==> src/a2bus_pkg.sv <==
/*
 * Apple II bus definitions
 *   Data bus width and byte type
 *   Synchronizer depth and power-on reset hold length
 *   Output enables for the bus data and interrupt drivers
 */

package a2bus_pkg;

    // Data bus
    localparam int A2_DATA_W = 8;

    typedef logic [A2_DATA_W-1:0] a2_data_t;

    // Flops in the phi1 synchronizer chain
    localparam int SYNC_STAGES = 2;

    // Logic cycles the device reset is held after reset_i drops
    localparam int RESET_HOLD_CYCLES = 64;
    localparam int RESET_HOLD_W = $clog2(RESET_HOLD_CYCLES);

    // Bus output enables
    // Clearing either one keeps that driver released on the bus
    localparam bit IRQ_OUT_ENABLE = 1'b1;
    localparam bit BUS_DATA_OUT_ENABLE = 1'b1;

endpackage

==> src/esp32_stream_pkg.sv <==
/*
 * Audio and ESP32 stream definitions
 *   Card audio and mixed sample types, mix widths
 *   Stream word and nibble types, send period, marker word
 *   Nibble timing and derived counter widths
 */

package esp32_stream_pkg;

    // Audio
    localparam int CARD_AUDIO_W = 10;
    localparam int MIX_W = 13;
    localparam int SAMPLE_W = 16;

    typedef logic [CARD_AUDIO_W-1:0] card_audio_t;
    typedef logic signed [SAMPLE_W-1:0] mix_sample_t;

    // Parallel stream
    localparam int PARL_WORD_W = 32;
    localparam int PARL_NIBBLE_W = 4;

    typedef logic [PARL_WORD_W-1:0] parl_word_t;
    typedef logic [PARL_NIBBLE_W-1:0] parl_nibble_t;

    localparam int SEND_PERIOD = 256;
    localparam int SEND_CNT_W = $clog2(SEND_PERIOD);
    localparam parl_word_t STREAM_MARKER = 32'h1234_5678;

    localparam int NIBBLE_CYCLES = 2;
    localparam int NIBBLE_PHASE_W = $clog2(NIBBLE_CYCLES);
    localparam int NIBBLES_PER_WORD = PARL_WORD_W / PARL_NIBBLE_W;
    localparam int NIBBLE_CNT_W = $clog2(NIBBLES_PER_WORD);

endpackage

==> src/a2_timing_if.sv <==
/*
 * Bus timing interface
 *   Synchronized phi0 and phi1 phases with one-cycle edge pulses
 *   Device reset and system reset, both active low
 */

`timescale 1ns/1ps

interface a2_timing_if;

    logic phi0;
    logic phi1;
    logic phi1_posedge;
    logic phi1_negedge;
    logic device_reset_n;
    logic system_reset_n;

    // Driven by the bus clock block
    modport source (
        output phi0,
        output phi1,
        output phi1_posedge,
        output phi1_negedge,
        output device_reset_n,
        output system_reset_n
    );

    modport sink (
        input phi0,
        input phi1,
        input phi1_posedge,
        input phi1_negedge,
        input device_reset_n,
        input system_reset_n
    );

endinterface

==> src/bus_clocking.sv <==
/*
 * Bus clock and reset generation
 *   phi1 synchronizer with a two-sample agreement filter
 *   phi0 and phi1 phases with one-cycle edge pulses
 *   Power-on reset hold counter and registered bus reset
 */

`timescale 1ns/1ps

module bus_clocking (
    input  logic        clk_logic_w,
    input  logic        reset_i,
    input  logic        a2_phi1_i,
    input  logic        a2_reset_n_i,
    a2_timing_if.source timing
);

    logic [a2bus_pkg::SYNC_STAGES-1:0] phi1_sync_r;
    logic                              phi1_sample_w;
    logic                              phi1_agree_w;
    logic                              phi1_r;
    logic                              phi1_posedge_r;
    logic                              phi1_negedge_r;
    logic [a2bus_pkg::RESET_HOLD_W-1:0] hold_cnt_r;
    logic                              device_reset_n_r;
    logic                              a2_reset_n_r;

    // Synchronizer chain, oldest sample at the top
    always_ff @(posedge clk_logic_w) begin
        phi1_sync_r <= {phi1_sync_r[a2bus_pkg::SYNC_STAGES-2:0], a2_phi1_i};
    end

    assign phi1_sample_w = phi1_sync_r[a2bus_pkg::SYNC_STAGES-1];
    assign phi1_agree_w  = (phi1_sync_r[a2bus_pkg::SYNC_STAGES-1] ==
                            phi1_sync_r[a2bus_pkg::SYNC_STAGES-2]);

    // Only follow the input once two samples agree, so single-cycle glitches are dropped
    always_ff @(posedge clk_logic_w) begin
        if (reset_i) begin
            phi1_r         <= 1'b0;
            phi1_posedge_r <= 1'b0;
            phi1_negedge_r <= 1'b0;
        end else begin
            phi1_posedge_r <= 1'b0;
            phi1_negedge_r <= 1'b0;
            if (phi1_agree_w && (phi1_sample_w != phi1_r)) begin
                phi1_r         <= phi1_sample_w;
                phi1_posedge_r <= phi1_sample_w;
                phi1_negedge_r <= ~phi1_sample_w;
            end
        end
    end

    // Device reset released after the hold count expires
    always_ff @(posedge clk_logic_w) begin
        if (reset_i) begin
            hold_cnt_r       <= '0;
            device_reset_n_r <= 1'b0;
            a2_reset_n_r     <= 1'b0;
        end else begin
            a2_reset_n_r <= a2_reset_n_i;
            if (!device_reset_n_r) begin
                hold_cnt_r <= hold_cnt_r + 1'b1;
                if (hold_cnt_r == a2bus_pkg::RESET_HOLD_CYCLES - 1) begin
                    device_reset_n_r <= 1'b1;
                end
            end
        end
    end

    assign timing.phi1           = phi1_r;
    assign timing.phi0           = ~phi1_r;
    assign timing.phi1_posedge   = phi1_posedge_r;
    assign timing.phi1_negedge   = phi1_negedge_r;
    assign timing.device_reset_n = device_reset_n_r;
    assign timing.system_reset_n = device_reset_n_r & a2_reset_n_r;

endmodule

==> src/card_bus_driver.sv <==
/*
 * Card data bus and interrupt driver
 *   Captures the bus byte at the end of phi0
 *   Selects read data by fixed priority: serial, sprite, sound card
 *   Combines the card interrupt lines onto the bus interrupt
 */

`timescale 1ns/1ps

module card_bus_driver (
    input  logic                clk_logic_w,
    a2_timing_if.sink           timing,
    input  a2bus_pkg::a2_data_t a2_d_i,
    input  logic                ssc_rd_i,
    input  logic                ssp_rd_i,
    input  logic                mb_rd_i,
    input  a2bus_pkg::a2_data_t ssc_data_i,
    input  a2bus_pkg::a2_data_t ssp_data_i,
    input  a2bus_pkg::a2_data_t mb_data_i,
    input  logic                ssc_irq_n_i,
    input  logic                ssp_irq_n_i,
    input  logic                mb_irq_n_i,
    output a2bus_pkg::a2_data_t a2_d_o,
    output logic                a2_d_dir_o,
    output logic                a2_irq_n_o
);

    a2bus_pkg::a2_data_t data_capture_r;
    a2bus_pkg::a2_data_t data_out_w;
    logic                read_any_w;
    logic                irq_n_w;

    // Bus byte is stable at the end of phi0
    always_ff @(posedge clk_logic_w) begin
        if (timing.phi1_posedge) begin
            data_capture_r <= a2_d_i;
        end
    end

    // Serial card wins, then sprite, then sound card
    always_comb begin
        if (ssc_rd_i) begin
            data_out_w = ssc_data_i;
        end else if (ssp_rd_i) begin
            data_out_w = ssp_data_i;
        end else if (mb_rd_i) begin
            data_out_w = mb_data_i;
        end else begin
            data_out_w = data_capture_r;
        end
    end

    assign read_any_w = ssc_rd_i | ssp_rd_i | mb_rd_i;

    // Wired-AND of the open-drain card lines
    assign irq_n_w = ssc_irq_n_i & ssp_irq_n_i & mb_irq_n_i;

    always_ff @(posedge clk_logic_w) begin
        if (!timing.system_reset_n) begin
            a2_d_o     <= '0;
            a2_d_dir_o <= 1'b0;
            a2_irq_n_o <= 1'b1;
        end else begin
            a2_d_o     <= data_out_w;
            a2_d_dir_o <= read_any_w & a2bus_pkg::BUS_DATA_OUT_ENABLE;
            a2_irq_n_o <= irq_n_w | ~a2bus_pkg::IRQ_OUT_ENABLE;
        end
    end

endmodule

==> src/audio_mixer.sv <==
/*
 * Stereo audio mixer
 *   Widens speaker, sprite and sound card audio to the mix width
 *   Sums them into registered left and right samples
 */

`timescale 1ns/1ps

module audio_mixer (
    input  logic                          clk_logic_w,
    a2_timing_if.sink                     timing,
    input  logic                          speaker_i,
    input  esp32_stream_pkg::card_audio_t ssp_audio_i,
    input  esp32_stream_pkg::card_audio_t mb_audio_l_i,
    input  esp32_stream_pkg::card_audio_t mb_audio_r_i,
    output esp32_stream_pkg::mix_sample_t audio_l_o,
    output esp32_stream_pkg::mix_sample_t audio_r_o
);

    localparam int PAD_W = esp32_stream_pkg::SAMPLE_W - esp32_stream_pkg::MIX_W;
    localparam int SHIFT_W = esp32_stream_pkg::MIX_W - esp32_stream_pkg::CARD_AUDIO_W;

    logic [esp32_stream_pkg::MIX_W-1:0] speaker_ext_w;
    logic [esp32_stream_pkg::MIX_W-1:0] ssp_ext_w;
    logic [esp32_stream_pkg::MIX_W-1:0] mb_l_ext_w;
    logic [esp32_stream_pkg::MIX_W-1:0] mb_r_ext_w;
    esp32_stream_pkg::mix_sample_t      sum_l_w;
    esp32_stream_pkg::mix_sample_t      sum_r_w;

    // Speaker is a single bit, so it lands on the top bit of the mix width
    assign speaker_ext_w = {speaker_i, {(esp32_stream_pkg::MIX_W - 1){1'b0}}};
    assign ssp_ext_w     = {ssp_audio_i, {SHIFT_W{1'b0}}};
    assign mb_l_ext_w    = {mb_audio_l_i, {SHIFT_W{1'b0}}};
    assign mb_r_ext_w    = {mb_audio_r_i, {SHIFT_W{1'b0}}};

    assign sum_l_w = {{PAD_W{1'b0}}, speaker_ext_w} + {{PAD_W{1'b0}}, ssp_ext_w} +
                     {{PAD_W{1'b0}}, mb_l_ext_w};
    assign sum_r_w = {{PAD_W{1'b0}}, speaker_ext_w} + {{PAD_W{1'b0}}, ssp_ext_w} +
                     {{PAD_W{1'b0}}, mb_r_ext_w};

    always_ff @(posedge clk_logic_w) begin
        if (!timing.device_reset_n) begin
            audio_l_o <= '0;
            audio_r_o <= '0;
        end else begin
            audio_l_o <= sum_l_w;
            audio_r_o <= sum_r_w;
        end
    end

endmodule

==> src/parl_serializer.sv <==
/*
 * ESP32 parallel stream serializer
 *   Periodic send strobe and marker/sample word alternation
 *   32-bit shift register sent as nibbles, most significant first
 *   Active-low frame and nibble clock generation
 */

`timescale 1ns/1ps

module parl_serializer (
    input  logic                           clk_logic_w,
    a2_timing_if.sink                      timing,
    input  esp32_stream_pkg::mix_sample_t  audio_l_i,
    input  esp32_stream_pkg::mix_sample_t  audio_r_i,
    output logic                           esp32_parl_clk_o,
    output logic                           esp32_parl_frame_o,
    output esp32_stream_pkg::parl_nibble_t esp32_parl_d_o
);

    logic [esp32_stream_pkg::SEND_CNT_W-1:0]     send_cnt_r;
    logic                                        send_strobe_w;
    logic                                        send_switch_r;
    esp32_stream_pkg::parl_word_t                send_word_w;
    esp32_stream_pkg::parl_word_t                shift_r;
    logic [esp32_stream_pkg::NIBBLE_CNT_W-1:0]   nib_cnt_r;
    logic [esp32_stream_pkg::NIBBLE_PHASE_W-1:0] phase_r;
    logic                                        nibble_done_w;

    assign send_strobe_w = (send_cnt_r == '0);

    // Marker first, then the stereo sample with right in the upper half
    assign send_word_w = send_switch_r ? {audio_r_i, audio_l_i} :
                                         esp32_stream_pkg::STREAM_MARKER;

    assign nibble_done_w = !esp32_parl_frame_o &&
                           (phase_r == esp32_stream_pkg::NIBBLE_CYCLES - 1);

    always_ff @(posedge clk_logic_w) begin
        if (!timing.system_reset_n) begin
            send_cnt_r         <= '0;
            send_switch_r      <= 1'b0;
            esp32_parl_frame_o <= 1'b1;
            esp32_parl_clk_o   <= 1'b0;
            nib_cnt_r          <= '0;
            phase_r            <= '0;
        end else begin
            if (send_cnt_r == esp32_stream_pkg::SEND_PERIOD - 1) begin
                send_cnt_r <= '0;
            end else begin
                send_cnt_r <= send_cnt_r + 1'b1;
            end

            if (send_strobe_w) begin
                send_switch_r      <= ~send_switch_r;
                esp32_parl_frame_o <= 1'b0;
                esp32_parl_clk_o   <= 1'b0;
                nib_cnt_r          <= '0;
                phase_r            <= '0;
            end else if (nibble_done_w) begin
                esp32_parl_clk_o <= 1'b0;
                phase_r          <= '0;
                nib_cnt_r        <= nib_cnt_r + 1'b1;
                if (nib_cnt_r == esp32_stream_pkg::NIBBLES_PER_WORD - 1) begin
                    esp32_parl_frame_o <= 1'b1;
                end
            end else if (!esp32_parl_frame_o) begin
                // Clock goes high for the second half of each nibble
                phase_r          <= phase_r + 1'b1;
                esp32_parl_clk_o <= (int'(phase_r) + 1 >= esp32_stream_pkg::NIBBLE_CYCLES / 2);
            end
        end
    end

    always_ff @(posedge clk_logic_w) begin
        if (send_strobe_w) begin
            shift_r <= send_word_w;
        end else if (nibble_done_w) begin
            shift_r <= shift_r << esp32_stream_pkg::PARL_NIBBLE_W;
        end
    end

    assign esp32_parl_d_o = shift_r[esp32_stream_pkg::PARL_WORD_W-1 -:
                                    esp32_stream_pkg::PARL_NIBBLE_W];

endmodule

==> src/a2card_top.sv <==
/*
 * Apple II card glue top level
 *   Bus clock sync and reset generation
 *   Data bus read-back and interrupt combine
 *   Audio mixer and ESP32 parallel stream
 */

`timescale 1ns/1ps

module a2card_top (
    input  logic                                      clk_logic_w,
    input  logic                                      reset_i,
    input  logic                                      a2_phi1_i,
    input  logic                                      a2_reset_n_i,
    input  logic [a2bus_pkg::A2_DATA_W-1:0]           a2_d_i,
    input  logic                                      ssc_rd_i,
    input  logic                                      ssp_rd_i,
    input  logic                                      mb_rd_i,
    input  logic [a2bus_pkg::A2_DATA_W-1:0]           ssc_data_i,
    input  logic [a2bus_pkg::A2_DATA_W-1:0]           ssp_data_i,
    input  logic [a2bus_pkg::A2_DATA_W-1:0]           mb_data_i,
    input  logic                                      ssc_irq_n_i,
    input  logic                                      ssp_irq_n_i,
    input  logic                                      mb_irq_n_i,
    input  logic                                      speaker_i,
    input  logic [esp32_stream_pkg::CARD_AUDIO_W-1:0] ssp_audio_i,
    input  logic [esp32_stream_pkg::CARD_AUDIO_W-1:0] mb_audio_l_i,
    input  logic [esp32_stream_pkg::CARD_AUDIO_W-1:0] mb_audio_r_i,
    output logic [a2bus_pkg::A2_DATA_W-1:0]           a2_d_o,
    output logic                                      a2_d_dir_o,
    output logic                                      a2_irq_n_o,
    output logic [esp32_stream_pkg::SAMPLE_W-1:0]     audio_l_o,
    output logic [esp32_stream_pkg::SAMPLE_W-1:0]     audio_r_o,
    output logic                                      esp32_parl_clk_o,
    output logic                                      esp32_parl_frame_o,
    output logic [esp32_stream_pkg::PARL_NIBBLE_W-1:0] esp32_parl_d_o
);

    // Mixed samples go to the outputs and the stream serializer
    esp32_stream_pkg::mix_sample_t audio_l_w;
    esp32_stream_pkg::mix_sample_t audio_r_w;

    a2_timing_if u_timing ();

    bus_clocking u_bus_clocking (
        .clk_logic_w  (clk_logic_w),
        .reset_i      (reset_i),
        .a2_phi1_i    (a2_phi1_i),
        .a2_reset_n_i (a2_reset_n_i),
        .timing       (u_timing.source)
    );

    card_bus_driver u_card_bus_driver (
        .clk_logic_w (clk_logic_w),
        .timing      (u_timing.sink),
        .a2_d_i      (a2_d_i),
        .ssc_rd_i    (ssc_rd_i),
        .ssp_rd_i    (ssp_rd_i),
        .mb_rd_i     (mb_rd_i),
        .ssc_data_i  (ssc_data_i),
        .ssp_data_i  (ssp_data_i),
        .mb_data_i   (mb_data_i),
        .ssc_irq_n_i (ssc_irq_n_i),
        .ssp_irq_n_i (ssp_irq_n_i),
        .mb_irq_n_i  (mb_irq_n_i),
        .a2_d_o      (a2_d_o),
        .a2_d_dir_o  (a2_d_dir_o),
        .a2_irq_n_o  (a2_irq_n_o)
    );

    audio_mixer u_audio_mixer (
        .clk_logic_w  (clk_logic_w),
        .timing       (u_timing.sink),
        .speaker_i    (speaker_i),
        .ssp_audio_i  (ssp_audio_i),
        .mb_audio_l_i (mb_audio_l_i),
        .mb_audio_r_i (mb_audio_r_i),
        .audio_l_o    (audio_l_w),
        .audio_r_o    (audio_r_w)
    );

    parl_serializer u_parl_serializer (
        .clk_logic_w        (clk_logic_w),
        .timing             (u_timing.sink),
        .audio_l_i          (audio_l_w),
        .audio_r_i          (audio_r_w),
        .esp32_parl_clk_o   (esp32_parl_clk_o),
        .esp32_parl_frame_o (esp32_parl_frame_o),
        .esp32_parl_d_o     (esp32_parl_d_o)
    );

    assign audio_l_o = audio_l_w;
    assign audio_r_o = audio_r_w;

endmodule

==> config.mk <==
export PLATFORM = sky130hd
export DESIGN_NAME = a2card_top
export DESIGN_NICKNAME = d
export VERILOG_FILES = /design/src/a2bus_pkg.sv /design/src/esp32_stream_pkg.sv /design/src/a2_timing_if.sv /design/src/bus_clocking.sv /design/src/card_bus_driver.sv /design/src/audio_mixer.sv /design/src/parl_serializer.sv /design/src/a2card_top.sv
export SDC_FILE = /design/constraint.sdc
export NUM_CORES = 1
export LEC_CHECK = 0
export BUFFER_PORTS_ARGS = -buffer_cell sky130_fd_sc_hd__buf_2
export CORE_MARGIN = 10
export CORE_UTILIZATION = 49
export DETAILED_ROUTE_END_ITERATION = 8
export MAX_ROUTING_LAYER = met4
export PLACE_DENSITY = 0.77
export SLEW_MARGIN = 15
export SYNTH_ARGS = -nofsm -noshare
export SYNTH_HDL_FRONTEND = slang
export SYNTH_HIERARCHICAL = 1
export SYNTH_SLANG_ARGS = --single-unit
==> constraint.sdc <==
create_clock -name clk_logic_w -period 1.9 [get_ports clk_logic_w]
set_input_delay 0.095 -clock clk_logic_w [delete_from_list [all_inputs] [get_ports clk_logic_w]]
set_output_delay 0.095 -clock clk_logic_w [all_outputs]
set_load 0.02 [all_outputs]
---- Word-level counts from Yosys, hierarchy flattened ----
Index checks and enable logic that the tools add are counted.
W data, S select, Z words.
storage, ports and cells
  register bits ........................... 109
  bits of input ports ..................... 73
  output and inout port bits .............. 48
  logic and storage cells ................. 63
cells by class
  add/sub/neg operators ................... 8
  $lt $le $gt $ge ......................... 1
  equality and inequality tests ........... 5
  multiplexer cells ....................... 11
  bitwise gates (word level) .............. 8
  reductions and logical operators ........ 11
operators with widths
  cell                   number
  $mux W32               3
  $ge A32 B2 Y1 const B  1
  $mux W8                3
  $add A16 B13 Y16       1
  $add A14 B13 Y15       1
  $add A13 B13 Y14       1
  $add A8 B1 Y8 const B  1
  $eq A8 B8 Y1 const B   1
  $logic_not A8 Y1       1
  $add A6 B1 Y6 const B  1
  $eq A6 B6 Y1 const B   1
  $reduce_or A2 Y1       3
  $mux W1                5
  $reduce_bool A2 Y1     2
  $add A3 B1 Y3 const B  1
  $and A1 B1 Y1          3
  $eq A3 B3 Y1 const B   1
  $not A1 Y1             3
  $reduce_or A3 Y1       1
  $add A1 B1 Y2 const B  1
  $logic_and A1 B1 Y1    2
  $or A1 B1 Y1           2
  $reduce_and A2 Y1      1
  $add A1 B1 Y1 const B  1
  other kinds (3)        3

---- Logic depth before layout (Yosys ltp) ----
  depth after elaboration ................. 4
  gate-level depth with buffers ........... 7
  gate-level depth less buffers ........... 7

---- By module ----
The synthesis kept the hierarchy.
modules (own cells, without submodules)
  module           instances  cells an instance  area each (sq um)  sequential area each (sq um)
  parl_serializer  1          206                2215.9             1261.2
  audio_mixer      1          167                1512.7             480.5
  card_bus_driver  1          60                 777.0              440.4
  bus_clocking     1          43                 467.9              260.2

---- Worst setup path after synthesis ----
No wires, ideal clock.
  kind .................................... register to register
  start point ............................. register u_parl_serializer/send_cnt_r[0] (netlist name)
  end point ............................... register u_parl_serializer.shift_r[0] (enable)
  library setup time ...................... 0.375 ns
  data arrival time ....................... 1.618 ns
  required time ........................... 1.525 ns
  slack ................................... -0.093 ns
  cell stages (with the launch flop) ...... 8
  path buffers ............................ 2
  clock period less this slack ............ 1.993 ns
  path through ............................ dfxtp_1 -> inv_1 -> ha_1 -> nor4b_4 -> and2_1 -> buf_4 -> buf_6 -> or2_2
between the ends
  word-level cells in the longest chain between the ends .. 2
ends and longest elaborated chain
  element                              RTL line               source
  start: declaration                   parl_serializer.sv:20  logic [esp32_stream_pkg::SEND_CNT_W-1:0] send_cnt_r;
  start signal: assignment             parl_serializer.sv:50  send_cnt_r <= send_cnt_r + 1'b1;
  $logic_not A8 Y1                     parl_serializer.sv:29  assign send_strobe_w = (send_cnt_r == '0);
  $reduce_bool A2 Y1 (no source line)  n/a
  end signal: assignment               parl_serializer.sv:76  shift_r <= send_word_w;
  end signal: assignment               parl_serializer.sv:78  shift_r <= shift_r << esp32_stream_pkg::PARL_NIBBLE_W;
  end: declaration                     parl_serializer.sv:24  esp32_stream_pkg::parl_word_t shift_r;
Every way passes these cells.
A chain may end at the register's enable or synchronous reset.

---- Final worst setup path ----
  start point ............................. register u_parl_serializer/send_cnt_r[0] (netlist name)
  end point ............................... register u_parl_serializer.shift_r[1] (enable)
Same word-level chain as after synthesis.

==> flow_summary_export.csv <==
group,metric,value,unit
timing,rsz0062_at_grt,"false",
place,port_buffers,112,
clock_network,cts_root_buf,"clkbuf_8",
clock_network,cts_resized,0,
drt,final_antenna_net_count,0,
global_routing,grt_pass1_wl,19.89,mm
timing,fin_worst_skew,0.01073,ns
drt,finalWirelength,12.24,mm
clock_network,cts_inserted_buffers,9,
timing,setup_viol,0,
timing,layout_worst_path_cycle_share,90.34,%
worst_setup_path,critical_path_class,"reg -> reg",
floorplan,die_x,120.4,um
drt,drc_errors,0,
timing,maxSlewViolCount,0,
global_routing,grt_pass1_vias,4009,
worst_setup_path,cp-end-kind,"flip-flop",
floorplan,chipHeight,120.4,um
worst_setup_path,crit_fanout,32,
floorplan,core_area,9819,sq um
place,hpwl,9.009,mm
synth,syn_area_per_cell,10.45,sq um
drt,drt-initial-drc-count,290,
worst_setup_path,startpoint_type,"flip-flop",
floorplan,row_count,36,
finish,syn_to_final_growth,21.08,%
timing,hold-worst-slack,0.01589,ns
global_routing,antenna_found_initial,0,
synth,synth_warnings,6,
finish,nFillCells,820,
run_status,status,"complete, no violations",
global_routing,grt_max_degree,33,
clock_network,clk_latency,0.37,ns
finish,drive_above_1_share,26.56,%
pwr,p_per_area,677.1,nW/um^2
pwr,peakVddDrop,0.3711,mV
worst_setup_path,critPathArrivalTime,1.74,ns
place,gp_congestion,0.8422,
synth,synth.cell_area,4943,sq um
clock_network,clockBufferDepth,2,
finish,diodes,0,
clock_network,htree_levels,3,
pwr,p_total,4.053,mW
pwr,power_leakage,2.690,nW
timing,hold_viol,0,
finish,final_nets,706,
clock_network,cts_tree,"yes",
drt,routedWlPerCell,16.47,um
global_routing,overflow,0,
synth,syn_inst,473,
hold_path,hp-class,"in -> reg",
global_routing,grt_usage,17.22,%
timing,fmax,0.5826,GHz
clock_network,clk_pin_slew,0.09,ns
floorplan,start_util,50.34,%
worst_setup_path,required,1.92,ns
run,maxCapViolCount,0,
timing,period_needed,1.716,ns
floorplan,io_pins,121,
drt,viasPerCell,5.222,
drt,drt_pre_antenna_iters,4,
drt,vias,3880,
clock_network,cts_sinks,101,
floorplan,floorplan.die_area,14510,sq um
## sequential cells by signal (all words and copies together) (netlist names)
signal / count
u_parl_serializer/phase_r: 1
u_bus_clocking/timing.phi1: 1
u_card_bus_driver/data_capture_r: 8
u_card_bus_driver/a2_d_o: 8
u_bus_clocking/timing.phi1_posedge: 1
u_parl_serializer/send_cnt_r: 8
u_card_bus_driver/a2_d_dir_o: 1
u_bus_clocking/a2_reset_n_r: 1
u_parl_serializer/esp32_parl_clk_o: 1
u_bus_clocking/phi1_sync_r: 2
u_parl_serializer/nib_cnt_r: 3
u_bus_clocking/timing.device_reset_n: 1
u_bus_clocking/hold_cnt_r: 6
u_parl_serializer/esp32_parl_frame_o: 1
u_audio_mixer/audio_r_o: 12
u_parl_serializer/shift_r: 32
u_audio_mixer/audio_l_o: 12
u_card_bus_driver/a2_irq_n_o: 1
u_parl_serializer/send_switch_r: 1
## what timing repair did
action | CTS | global route
hold endpoints to repair | 19 | 0
hold buffers | 22 | 0
setup buffers | 0 | 0
## cells in the final DEF (no fill, tap or decap), types with 3 or more instances in the layout
| cell type | n |
|---|---|
| edfxtp_1 | 40 |
| nand3_1 | 15 |
| a21o_1 | 7 |
| a31oi_1 | 14 |
| buf_2 | 112 |
| nand4_1 | 3 |
| ha_1 | 26 |
| nor2_1 | 26 |
| o21ai_0 | 18 |
| mux2i_1 | 29 |
| xnor2_1 | 7 |
| nand4b_1 | 3 |
| nor3_1 | 11 |
| a21oi_1 | 32 |
| nand2_1 | 40 |
| and2_1 | 4 |
| dfxtp_1 | 61 |
| nor2b_1 | 3 |
| inv_1 | 36 |
| clkbuf_8 | 9 |
| xor2_1 | 10 |
| dlygate4sd3_1 | 22 |
| a211oi_1 | 5 |
| conb_1 | 8 |
| buf_4 | 12 |
| and3_1 | 5 |
| o221ai_2 | 7 |
| or3_1 | 4 |
## worst max-delay path, stage by stage (launching register included)
cell	delay (ns)
dfxtp_1	0.35
inv_1	0.06
ha_1	0.14
nor4b_4	0.19
and2_2	0.21
or2_4	0.40
## report_power, final
part / switching [mW] / internal (mW)
Clock: 0.741 / 0.563
Sequential: 0.0138 / 2.25
Combinational: 0.255 / 0.229
## worst paths after layout
kind | endpoint | cells past startpoint | slack [ns] | startpoint
max | u_parl_serializer/shift_r[1] | 5 | 0.18 | u_parl_serializer/send_cnt_r[0]
min | u_bus_clocking/hold_cnt_r[5] | 2 | 0.02 | reset_i
max reg2reg | u_parl_serializer/shift_r[1] | 5 | 0.18 | u_parl_serializer/send_cnt_r[0]
min reg2reg | u_bus_clocking/phi1_sync_r[1] | 0 | 0.38 | u_bus_clocking/phi1_sync_r[0]
## per-layer routing
layer | vias to the layer above | GRT usage [%] | routed length [um]
met3 | 20 | 3.071 | 610
li1 | 1926 | - | -
met4 | 0 | 7.014 | 243
met2 | 115 | 27.50 | 5793
met1 | 1819 | 21.17 | 5587
met5 | - | - | 0
## metrics by stage
stage                     TNS [ns]  cells  utilization (%)  setup slack, ns  cell area, sq um
final                            0    743            60.96           0.1836              5986
after global placement           0    705            56.75          0.03855              5573
after CTS                        0    743            60.96           0.1669              5986
after global routing             0    743            60.96          0.07705              5986
after floorplan                  0    480                -          0.08238              4972
after detailed placement   -0.1062    705            56.75         -0.05283              5573
## cell type report
cell class,instances,area [sq um],area share (%)
well taps,133,166.4,2.780
repair buffers,146,870.8,14.55
clock buffers,10,148.9,2.487
clock inverters,6,43.79,0.7316
flip-flops and latches,101,2422,40.47
multi-input cells,310,2195,36.66
inverters,37,138.9,2.320
No activity file was read; power rests on OpenSTA's default activity.
